$ cat config.mk
export PLATFORM = sky130hd
export DESIGN_NAME = rob_top
export DESIGN_NICKNAME = d
export VERILOG_FILES = /design/src/source/rob_index_pkg.sv /design/src/source/rob_payload_pkg.sv /design/src/source/rob_allocator.sv /design/src/source/rob_retire.sv /design/src/source/rob_storage.sv /design/src/source/rob_top.sv
export VERILOG_INCLUDE_DIRS = /design/src /design/src/include
export SDC_FILE = /design/constraint.sdc
export NUM_CORES = 1
export LEC_CHECK = 0
export BUFFER_PORTS_ARGS = -buffer_cell sky130_fd_sc_hd__buf_2
export CORE_MARGIN = 1
export CORE_UTILIZATION = 35
export DETAILED_ROUTE_END_ITERATION = 7
export PLACE_DENSITY = 0.51
export SYNTH_ARGS = -nofsm -noshare
export SYNTH_HDL_FRONTEND = slang
export SYNTH_SLANG_ARGS = --single-unit
$ cat constraint.sdc
create_clock -name clk -period 7.1 [get_ports clk]
set_input_delay 0.71 -clock clk [delete_from_list [all_inputs] [get_ports clk]]
set_output_delay 0.71 -clock clk [all_outputs]
set_load 0.02 [all_outputs]
$ cat src/include/rob_params.svh
`ifndef ROB_PARAMS_SVH
`define ROB_PARAMS_SVH

// ====================
// Reorder buffer sizing
// ====================

// Number of entries in the ring, which has to be a power of two so the
// index pointers wrap on their own
`define ROB_ENTRIES 16

// Bits needed to address one entry, log2 of the entry count
`define ROB_IDX_BITS 4

// Width of the late-arriving payload word
`define ROB_DATA_BITS 32

// Width of the meta-data captured when an entry is allocated
`define ROB_META_BITS 8

// Allocation stops while fewer than this many slots would remain free.
// A value of 1 keeps one slot in reserve so the ring never fills completely
`define ROB_MIN_FREE_SLOTS 1

`endif

$ cat src/source/rob_index_pkg.sv
`default_nettype none

`include "rob_params.svh"

// Types that describe positions in the ring and how many of them are in use
package rob_index_pkg;

    // Index of one entry in the ring
    typedef logic [`ROB_IDX_BITS-1:0] idx_t;

    // Occupancy count with one extra bit, wide enough for both an empty
    // ring and a completely full one
    typedef logic [`ROB_IDX_BITS:0] count_t;

endpackage

`default_nettype wire

$ cat src/source/rob_payload_pkg.sv
`default_nettype none

`include "rob_params.svh"

// Types that describe what a single entry holds
package rob_payload_pkg;

    // Payload word, written some time after allocation
    typedef logic [`ROB_DATA_BITS-1:0] data_t;

    // Meta-data word, written in the allocation cycle
    typedef logic [`ROB_META_BITS-1:0] meta_t;

endpackage

`default_nettype wire

$ cat src/source/rob_allocator.sv
`timescale 1ns/10ps
`default_nettype none

`include "rob_params.svh"

// Hands out entry indices in ring order and tracks how many entries are
// currently allocated, so the requester knows when to stop
module rob_allocator
(
    input  wire logic                  clk,
    input  wire logic                  reset_n,
    input  wire logic                  alloc,
    input  wire logic                  release_en,
    output rob_index_pkg::idx_t        newest,
    output logic                       not_full
);

    // Number of entries that are allocated and not yet released
    rob_index_pkg::count_t occupancy;

    // ====================
    // Index pointer
    // ====================

    // The pointer names the slot that the next alloc will take.
    // Its width matches the ring size, so it wraps to 0 by itself
    always_ff @(posedge clk)
    begin
        if (!reset_n)
        begin
            newest <= '0;
        end
        else if (alloc)
        begin
            newest <= newest + rob_index_pkg::idx_t'(1);
        end
    end

    // ====================
    // Occupancy and full level
    // ====================

    // An alloc and a release in the same cycle cancel out
    always_ff @(posedge clk)
    begin
        if (!reset_n)
        begin
            occupancy <= '0;
        end
        else if (alloc && !release_en)
        begin
            occupancy <= occupancy + rob_index_pkg::count_t'(1);
        end
        else if (!alloc && release_en)
        begin
            occupancy <= occupancy - rob_index_pkg::count_t'(1);
        end
    end

    // Room remains as long as the reserved free slots are still left over
    // after counting every allocated entry
    assign not_full = ((occupancy + rob_index_pkg::count_t'(`ROB_MIN_FREE_SLOTS)) <
                       rob_index_pkg::count_t'(`ROB_ENTRIES));

endmodule

`default_nettype wire

$ cat src/source/rob_retire.sv
`timescale 1ns/10ps
`default_nettype none

`include "rob_params.svh"

// Retire stage of the reorder buffer.  It follows the oldest entry around
// the ring, reports when that entry has its payload, and returns the
// payload and meta-data through a two-stage register pipeline
module rob_retire
(
    input  wire logic                   clk,
    input  wire logic                   reset_n,

    // Consumer dequeue strobe
    input  wire logic                   deq_en,

    // Head entry as seen by the storage
    input  wire logic                   head_valid,
    input  wire rob_payload_pkg::data_t head_data,
    input  wire rob_payload_pkg::meta_t head_meta,

    // Control back to allocator and storage
    output rob_index_pkg::idx_t         oldest,
    output logic                        release_en,

    // Ordered output
    output logic                        not_empty,
    output rob_payload_pkg::data_t      first,
    output rob_payload_pkg::meta_t      first_meta
);

    // First read stage
    logic                   s1_valid;
    rob_payload_pkg::data_t s1_data;
    rob_payload_pkg::meta_t s1_meta;

    // ====================
    // Head tracking
    // ====================

    // The head can leave only once its payload is present
    assign not_empty = head_valid;

    // A dequeue counts only while the head is ready
    assign release_en = deq_en && head_valid;

    // Each retired entry moves the head one slot along, wrapping at the end
    always_ff @(posedge clk)
    begin
        if (!reset_n)
        begin
            oldest <= '0;
        end
        else if (release_en)
        begin
            oldest <= oldest + rob_index_pkg::idx_t'(1);
        end
    end

    // ====================
    // Read pipeline
    // ====================

    // Stage one samples the head at the dequeue edge.  Its flag marks that
    // stage two must pick the sample up on the next edge
    always_ff @(posedge clk)
    begin
        if (!reset_n)
        begin
            s1_valid <= 1'b0;
        end
        else
        begin
            s1_valid <= release_en;
        end
    end

    always_ff @(posedge clk)
    begin
        if (release_en)
        begin
            s1_data <= head_data;
            s1_meta <= head_meta;
        end
    end

    // Stage two drives the outputs, which hold until the next dequeue
    // works its way through
    always_ff @(posedge clk)
    begin
        if (s1_valid)
        begin
            first <= s1_data;
            first_meta <= s1_meta;
        end
    end

endmodule

`default_nettype wire

$ cat src/source/rob_storage.sv
`timescale 1ns/10ps
`default_nettype none

`include "rob_params.svh"

// Entry storage for the reorder buffer.  Meta-data is written when an entry
// is allocated, the payload arrives later through a registered write port,
// and a valid flag per entry tells the retire stage the payload is present
module rob_storage
(
    input  wire logic                   clk,
    input  wire logic                   reset_n,

    // Allocation side
    input  wire logic                   alloc,
    input  wire rob_index_pkg::idx_t    newest,
    input  wire rob_payload_pkg::meta_t alloc_meta,

    // Payload write port that accepts every write
    input  wire logic                   enq_data_en,
    input  wire rob_index_pkg::idx_t    enq_data_idx,
    input  wire rob_payload_pkg::data_t enq_data,

    // Retire side
    input  wire rob_index_pkg::idx_t    oldest,
    input  wire logic                   release_en,
    output logic                        head_valid,
    output rob_payload_pkg::data_t      head_data,
    output rob_payload_pkg::meta_t      head_meta
);

    // Entry arrays
    rob_payload_pkg::data_t data_mem [`ROB_ENTRIES];
    rob_payload_pkg::meta_t meta_mem [`ROB_ENTRIES];

    // One flag per entry, set once its payload has landed
    logic [`ROB_ENTRIES-1:0] valid_flags;

    // Payload write after its register stage
    logic                   wr_en_q;
    rob_index_pkg::idx_t    wr_idx_q;
    rob_payload_pkg::data_t wr_data_q;

    // ====================
    // Meta-data capture
    // ====================

    // The meta-data goes into the slot the allocator names in the same cycle
    always_ff @(posedge clk)
    begin
        if (alloc)
        begin
            meta_mem[newest] <= alloc_meta;
        end
    end

    // ====================
    // Payload write path
    // ====================

    // Incoming writes are registered once to keep the array write off the
    // input pins
    always_ff @(posedge clk)
    begin
        if (!reset_n)
        begin
            wr_en_q <= 1'b0;
        end
        else
        begin
            wr_en_q <= enq_data_en;
        end
        wr_idx_q <= enq_data_idx;
        wr_data_q <= enq_data;
    end

    // The registered write lands in the data array one edge later
    always_ff @(posedge clk)
    begin
        if (wr_en_q)
        begin
            data_mem[wr_idx_q] <= wr_data_q;
        end
    end

    // A flag is set when its payload lands and cleared when the entry
    // retires.  The two never hit the same entry in one cycle, since the
    // oldest entry is already written and the written one is still pending
    always_ff @(posedge clk)
    begin
        if (!reset_n)
        begin
            valid_flags <= '0;
        end
        else
        begin
            if (release_en)
            begin
                valid_flags[oldest] <= 1'b0;
            end
            if (wr_en_q)
            begin
                valid_flags[wr_idx_q] <= 1'b1;
            end
        end
    end

    // Everything the retire stage needs is read at the oldest index
    assign head_valid = valid_flags[oldest];
    assign head_data  = data_mem[oldest];
    assign head_meta  = meta_mem[oldest];

endmodule

`default_nettype wire

$ cat src/source/rob_top.sv
`timescale 1ns/10ps
`default_nettype none

`include "rob_params.svh"

// Reorder buffer top level.  Entries are allocated in order, filled in any
// order, and handed back in allocation order two cycles after each dequeue
module rob_top
(
    input  wire logic                   clk,
    input  wire logic                   reset_n,

    // Allocation
    input  wire logic                   alloc,
    input  wire rob_payload_pkg::meta_t alloc_meta,
    output rob_index_pkg::idx_t         alloc_idx,
    output logic                        not_full,

    // Payload write
    input  wire logic                   enq_data_en,
    input  wire rob_index_pkg::idx_t    enq_data_idx,
    input  wire rob_payload_pkg::data_t enq_data,

    // Ordered output
    input  wire logic                   deq_en,
    output logic                        not_empty,
    output rob_payload_pkg::data_t      first,
    output rob_payload_pkg::meta_t      first_meta
);

    // Retire stage outputs used by the other blocks
    rob_index_pkg::idx_t    oldest;
    logic                   release_en;

    // Head entry seen by the retire stage
    logic                   head_valid;
    rob_payload_pkg::data_t head_data;
    rob_payload_pkg::meta_t head_meta;

    // The newest pointer is the index returned to the requester
    rob_allocator allocator_i (
        .clk        (clk),
        .reset_n    (reset_n),
        .alloc      (alloc),
        .release_en (release_en),
        .newest     (alloc_idx),
        .not_full   (not_full)
    );

    rob_storage storage_i (
        .clk          (clk),
        .reset_n      (reset_n),
        .alloc        (alloc),
        .newest       (alloc_idx),
        .alloc_meta   (alloc_meta),
        .enq_data_en  (enq_data_en),
        .enq_data_idx (enq_data_idx),
        .enq_data     (enq_data),
        .oldest       (oldest),
        .release_en   (release_en),
        .head_valid   (head_valid),
        .head_data    (head_data),
        .head_meta    (head_meta)
    );

    rob_retire retire_i (
        .clk        (clk),
        .reset_n    (reset_n),
        .deq_en     (deq_en),
        .head_valid (head_valid),
        .head_data  (head_data),
        .head_meta  (head_meta),
        .oldest     (oldest),
        .release_en (release_en),
        .not_empty  (not_empty),
        .first      (first),
        .first_meta (first_meta)
    );

endmodule

`default_nettype wire

== Word level (Yosys, flattened, before mapping) ==
Memory sizes are Yosys's and may differ from the RTL's. A register that Yosys moved wholly into a read port is not among the register bits.
Index checks and enable logic that the tools add are counted.
Word-level totals
  output and inout port bits: 46
  logic and storage cells: 47
  memory bits (read-only): 0
  latch bits: 0
  flip-flop bits (word level): 107
  memory bits (writable): 640
  bits of input ports: 49
  memories kept: 2
Cells by class
  mux-type cells: 15
  multiply operators: 0
  shift operators: 0
  order comparisons: 5
  bitwise operators: 3
  add/sub/neg operators: 4
  reductions and logical operators: 8
  div/mod/pow operators: 0
  eq/ne operators: 0
Memory list
  storage_i.data_mem: words 16, width 32, rd ports 1, clocked after memory_dff 1, wr ports 1, line rob_storage.sv:33  | rob_payload_pkg::data_t data_mem [`ROB_ENTRIES];
  storage_i.meta_mem: words 16, width 8, rd ports 1, clocked after memory_dff 1, wr ports 1, line rob_storage.sv:34  | rob_payload_pkg::meta_t meta_mem [`ROB_ENTRIES];
Operators by type and width (number)
  $mux 16: 3
  $and 16x16->16: 1
  $not 16->16: 1
  $or 16x16->16: 1
  $lt 4x5->1 const B: 2
  $mux 5: 2
  $add 4x1->4 const B: 2
  $demux 1 s4: 2
  $ge 4x1->1 const B: 2
  $mux 1: 7
  $add 5x1->5 const B: 1
  $logic_and 1x1->1: 5
  $lt 5x5->1 const B: 1
  $sub 5x1->5 const B: 1
  $bmux 1 s4: 1
  $logic_not 1->1: 2
  $reduce_bool 2->1: 1

== Longest topological paths before layout ==
  word-level depth: 10
  gate-level depth with buffers: 11
  mapped depth without buffers: 9

== Hierarchy ==
A second synthesis with hierarchy kept.
Second synthesis, totals
  cells, all modules: 1293
  area, all modules: 28726.3 µm²
By module, submodules not included
  rob_storage: instances 1, sequential area each 20279.4 µm², cells each 1141, area each 25648.3 µm²
  rob_retire: instances 1, sequential area each 2502.4 µm², cells each 102, area each 2615.0 µm²
  rob_allocator: instances 1, sequential area each 180.2 µm², cells each 50, area each 462.9 µm²

== Worst setup path after synthesis ==
No wires, ideal clock.
  path kind: flip-flop to flip-flop
  start: register storage_i.wr_en_q
  end: register storage_i.valid_flags[0]
  data arrival time: 3358 ps
  setup slack: 3674 ps
  library setup time: 68 ps
  data required time: 7032 ps
  buffers on the path: 0
  cell stages (with the launch flop): 5
  clock period less this slack: 3426 ps
  path through: dfxtp_1 nor2b_1 nand2b_1 nor3_1 o221a_2
Between the ends
  longest elaborated chain between the ends: 1
Ends and longest elaborated chain
  start: declaration: line rob_storage.sv:40  | logic wr_en_q;
  start signal: assignment: line rob_storage.sv:71  | wr_en_q <= enq_data_en;
  $mux 16: line rob_storage.sv:101  | if (wr_en_q)
  end signal: assignment: line rob_storage.sv:93  | valid_flags <= '0;
  end signal: indexed assignment: line rob_storage.sv:99  | valid_flags[oldest] <= 1'b0;
  end signal: indexed assignment: line rob_storage.sv:103  | valid_flags[wr_idx_q] <= 1'b1;
  end: declaration: line rob_storage.sv:37  | logic [`ROB_ENTRIES-1:0] valid_flags;
No other way between the ends.
A chain may end at the register's enable or synchronous reset.

== Worst setup path in the final report ==
  start: register retire_i.oldest[3]
  end: output port not_empty
Between the ends
  longest elaborated chain between the ends: 2
Ends and longest elaborated chain
  start: declaration: line rob_retire.sv:23  | output rob_index_pkg::idx_t oldest,
  start signal: assignment: line rob_retire.sv:56  | oldest <= oldest + rob_index_pkg::idx_t'(1);
  $bmux 1 s4: line rob_storage.sv:109  | assign head_valid = valid_flags[oldest];
  $mux 1 (implied by the code): line rob_storage.sv:109
  end: declaration: line rob_top.sv:26  | output logic not_empty,
No other way between the ends. The select of a mux whose other input is x is not followed.

==> qor.txt <==
Run status -> finished clean
Largest area contributor in the synthesized netlist -> edfxtp_1
Critical path arrival -> 3540 ps
Final clock skew -> 29.1 ps
Global placer's final weighted congestion -> 0.723
Hold WC Path Type -> primary input to register
Leftover overflow at the end of global routing -> 0
Cell depth of the worst flop-to-flop path -> 10
Worst hold path stage count -> 1
Post-cts sizing count -> 0
Total wirelength of the detailed-routed design -> 61.5 mm
RSZ-0062 raised after global routing -> no
Hold Path End -> storage_i.wr_data_q[16]
Average size of a mapped cell -> 23.6 µm²
Startpoint of the lowest-slack register-to-register path -> retire_i.oldest[3]
Vertical die dimension -> 290 µm
Initial antenna violation count -> 1
Ranking of synthesized cells by instance count -> 720 x edfxtp_1, 200 x mux4_2, 67 x dfxtp_1, 24 x and2_1
Detailed-placement wirelength estimate -> 33.2 mm
Syn Inst Count -> 1,228
First-pass GRT wire length -> 90.5 mm
Most area-consuming cells after synthesis -> edfxtp_1 75%, mux4_2 16%, dfxtp_1 4.6%
Required time of the worst setup path -> 6390 ps
Total internal power -> 7840 µW
Clock network fraction of design power -> 45.5%
Cell row count -> 105
PnR Total Power -> 9790 µW
Most repeated cell in the gate-level netlist after synthesis -> edfxtp_1
Number of flops mapped to enable cells by yosys -> 720
Clk slew on worst S/H paths -> 60 ps
Remaining antenna violation count after routing -> 0
Post-Synthesis Net Count -> 1,289
CTS tree -> done
Count of distinct cell types in the synthesized netlist -> 40
Origin of the worst min-delay path -> enq_data[16]
Vias -> 12,600
Die width -> 290 µm
Sequential fraction of design power -> 52.9%
Detailed-route vias per instance -> 5.01
Area share of the largest cell type after synthesis -> 74.5%
Vias in the first global route -> 13,400
Fraction of power spent switching nets -> 19.9%
Buffer count from post-CTS setup fixing -> 0
Post-layout net count -> 1,443
I/O Buffers -> 94
Synth Warn # -> 0
Initial cell density of the core -> 35.3%
Largest net degree at the start of global routing -> 109
CTS H-Tree Depth -> 3
Layout cells sized above 1 -> 33.5%
Number of DRC markers in iteration 0 -> 884
Synth async-reset ratio -> 0%
Critical Path Sink Type -> output pin
Cell at the root of the clock tree -> clkbuf_16
Area of the die -> 84,100 µm²
Final clock period utilization by the worst path -> 59.9%
Net switching power figure -> 1950 µW
Main synth FF type -> edfxtp_1
Maximum net fanout on the critical path -> 31
Slew at the pin closest to its max-slew limit -> 1080 ps
Max_slew headroom -> 27.9%
Combinational power share -> 1.6%
Nature of the critical path startpoint -> register
Maxcap violations -> 0
Synth Cell Area -> 29,000 µm²
Endpoints failing hold -> 0
TritonCTS Buffers -> 84
Standby leakage power -> 0.0105 µW
Core Box Area -> 82,100 µm²
Register-to-Register Setup Slack -> 3060 ps
Post-CTS Hold Fix Bufs -> 0
Count of state elements after synthesis -> 787
Final-report setup violation count -> 0
Detail-routed net length per standard cell -> 24.4 µm
Worst slack on hold paths -> 168 ps
Area growth, synth to finish -> 16.1%
DRC violation count after routing -> 0
Global-route usage over all layers -> 14.7%
Top-level port count -> 95
Number of detailed-routing iterations run before antenna repair -> 5
Aggregate negative setup slack -> 0 ps
Power density over the cells -> 291 nW/µm²
RR Endpoint -> allocator_i.occupancy[4]
Clock tree buffer depth -> 3
Antenna Diode Count -> 0
Sequential share of the synthesized area -> 79.1%
Source-to-sink clock delay at the later pin of the worst-skew pair -> 640 ps
Worst-case vdd ir drop -> 0.190 mV
Critical Setup Path Class -> register to output pin
Number of pins exceeding their max-slew limit in the final report -> 0
Clock net sink count -> 787
Achievable clock frequency -> 235 MHz
Shortest clock period the worst path allows after layout -> 4250 ps
## area by class of cell
cell class,instances,area [µm²]
Clock buffer,104,2280
Clock inverter,51,584
Fill cell,7135,48400
Inverter,15,56.3
Multi-Input combinational cell,374,5780
Sequential cell,787,23000
Tap cell,1070,1340
Timing Repair Buffer,120,678
## sequential cells by signal (all words and copies together) (netlist names)
name and flops:
retire_i.first 32, storage_i.data_mem 512, storage_i.wr_en_q 1, retire_i.s1_meta 8, storage_i.meta_mem 128, retire_i.oldest 4, retire_i.s1_valid 1, storage_i.wr_data_q 32
storage_i.valid_flags 16, allocator_i.occupancy 5, retire_i.s1_data 32, storage_i.wr_idx_q 4, retire_i.first_meta 8, allocator_i.newest 4
## how the worst max path moves through the flow
stage	from	end	slack (ps)
CTS	retire_i.oldest[3]	not_empty	2730
global route	retire_i.oldest[3]	not_empty	2670
finish	retire_i.oldest[3]	not_empty	2850
floorplan	storage_i.wr_en_q	storage_i.valid_flags[0]	3670
detailed placement	retire_i.oldest[3]	allocator_i.occupancy[4]	3060
global placement	retire_i.oldest[3]	allocator_i.occupancy[4]	3140
## power by group through the flow
stage                     clock network (µW)  logic (µW)  registers [µW]
final                                   4460         159            5180
after floorplan                            0        97.1            5250
after global routing                    4740         174            5190
after detailed placement                   0         164            5280
after global placement                     0         163            5270
after CTS                               4580         164            5180
## routing by layer
metal	part of all wire, %	track usage, %	vias to the layer above
met5	0.029	0	-
met4	1.9	4.54	2
met3	4.2	2.56	83
met2	50	24.3	265
met1	44	20.0	6796
li1	-	-	5485
## critical path, stage by stage, from the launching register on
cell      delay [ps]
dfxtp_2         1010
buf_4            550
nand2b_1         200
o22ai_1          130
a31oi_1          280
nand2_1           80
o21ai_0          370
buf_2            260
## per-stage QoR
stage / utilization (%) / area (µm²) / instances / setup WS, ps
after global placement: 37.5 / 30800 / 2366 / 3140
after CTS: 41.0 / 33700 / 2521 / 2730
after global routing: 41.0 / 33700 / 2521 / 2670
final: 41.0 / 33700 / 2521 / 2850
after detailed placement: 37.5 / 30800 / 2366 / 3060
after floorplan: - / 29000 / 1228 / 3670
## cells in the final DEF, fill, tap and decap left out, types with 5 or more instances in the layout
cell	instances
edfxtp_1	720
mux4_2	200
buf_2	94
clkbuf_16	85
dfxtp_1	62
buf_4	25
and2_1	24
clkinv_2	20
nand2_1	16
o21ai_0	15
inv_1	14
nor2b_1	13
nor2_4	12
ha_1	12
a31oi_1	11
clkinv_1	11
clkbuf_1	11
nand2b_1	10
bufinv_16	10
clkbuf_8	8
mux2i_1	7
a21oi_1	6
xor2_1	5
## kinds of logic (layout without fill, tap and decap cells)
kind of cell	after synthesis	in the layout	share of synthesized area (%)
DFF	787	787	79.1
muxes	211	211	15.9
and+or+nand+nor	98	98	1.87
buffers and inverters	67	290	1.32
AOI/OAI and AO/OA	46	46	1.03
adders and majority gates	12	12	0.517
xor gates and xnor gates	7	7	0.211
Power figures use the tool's default switching activity.
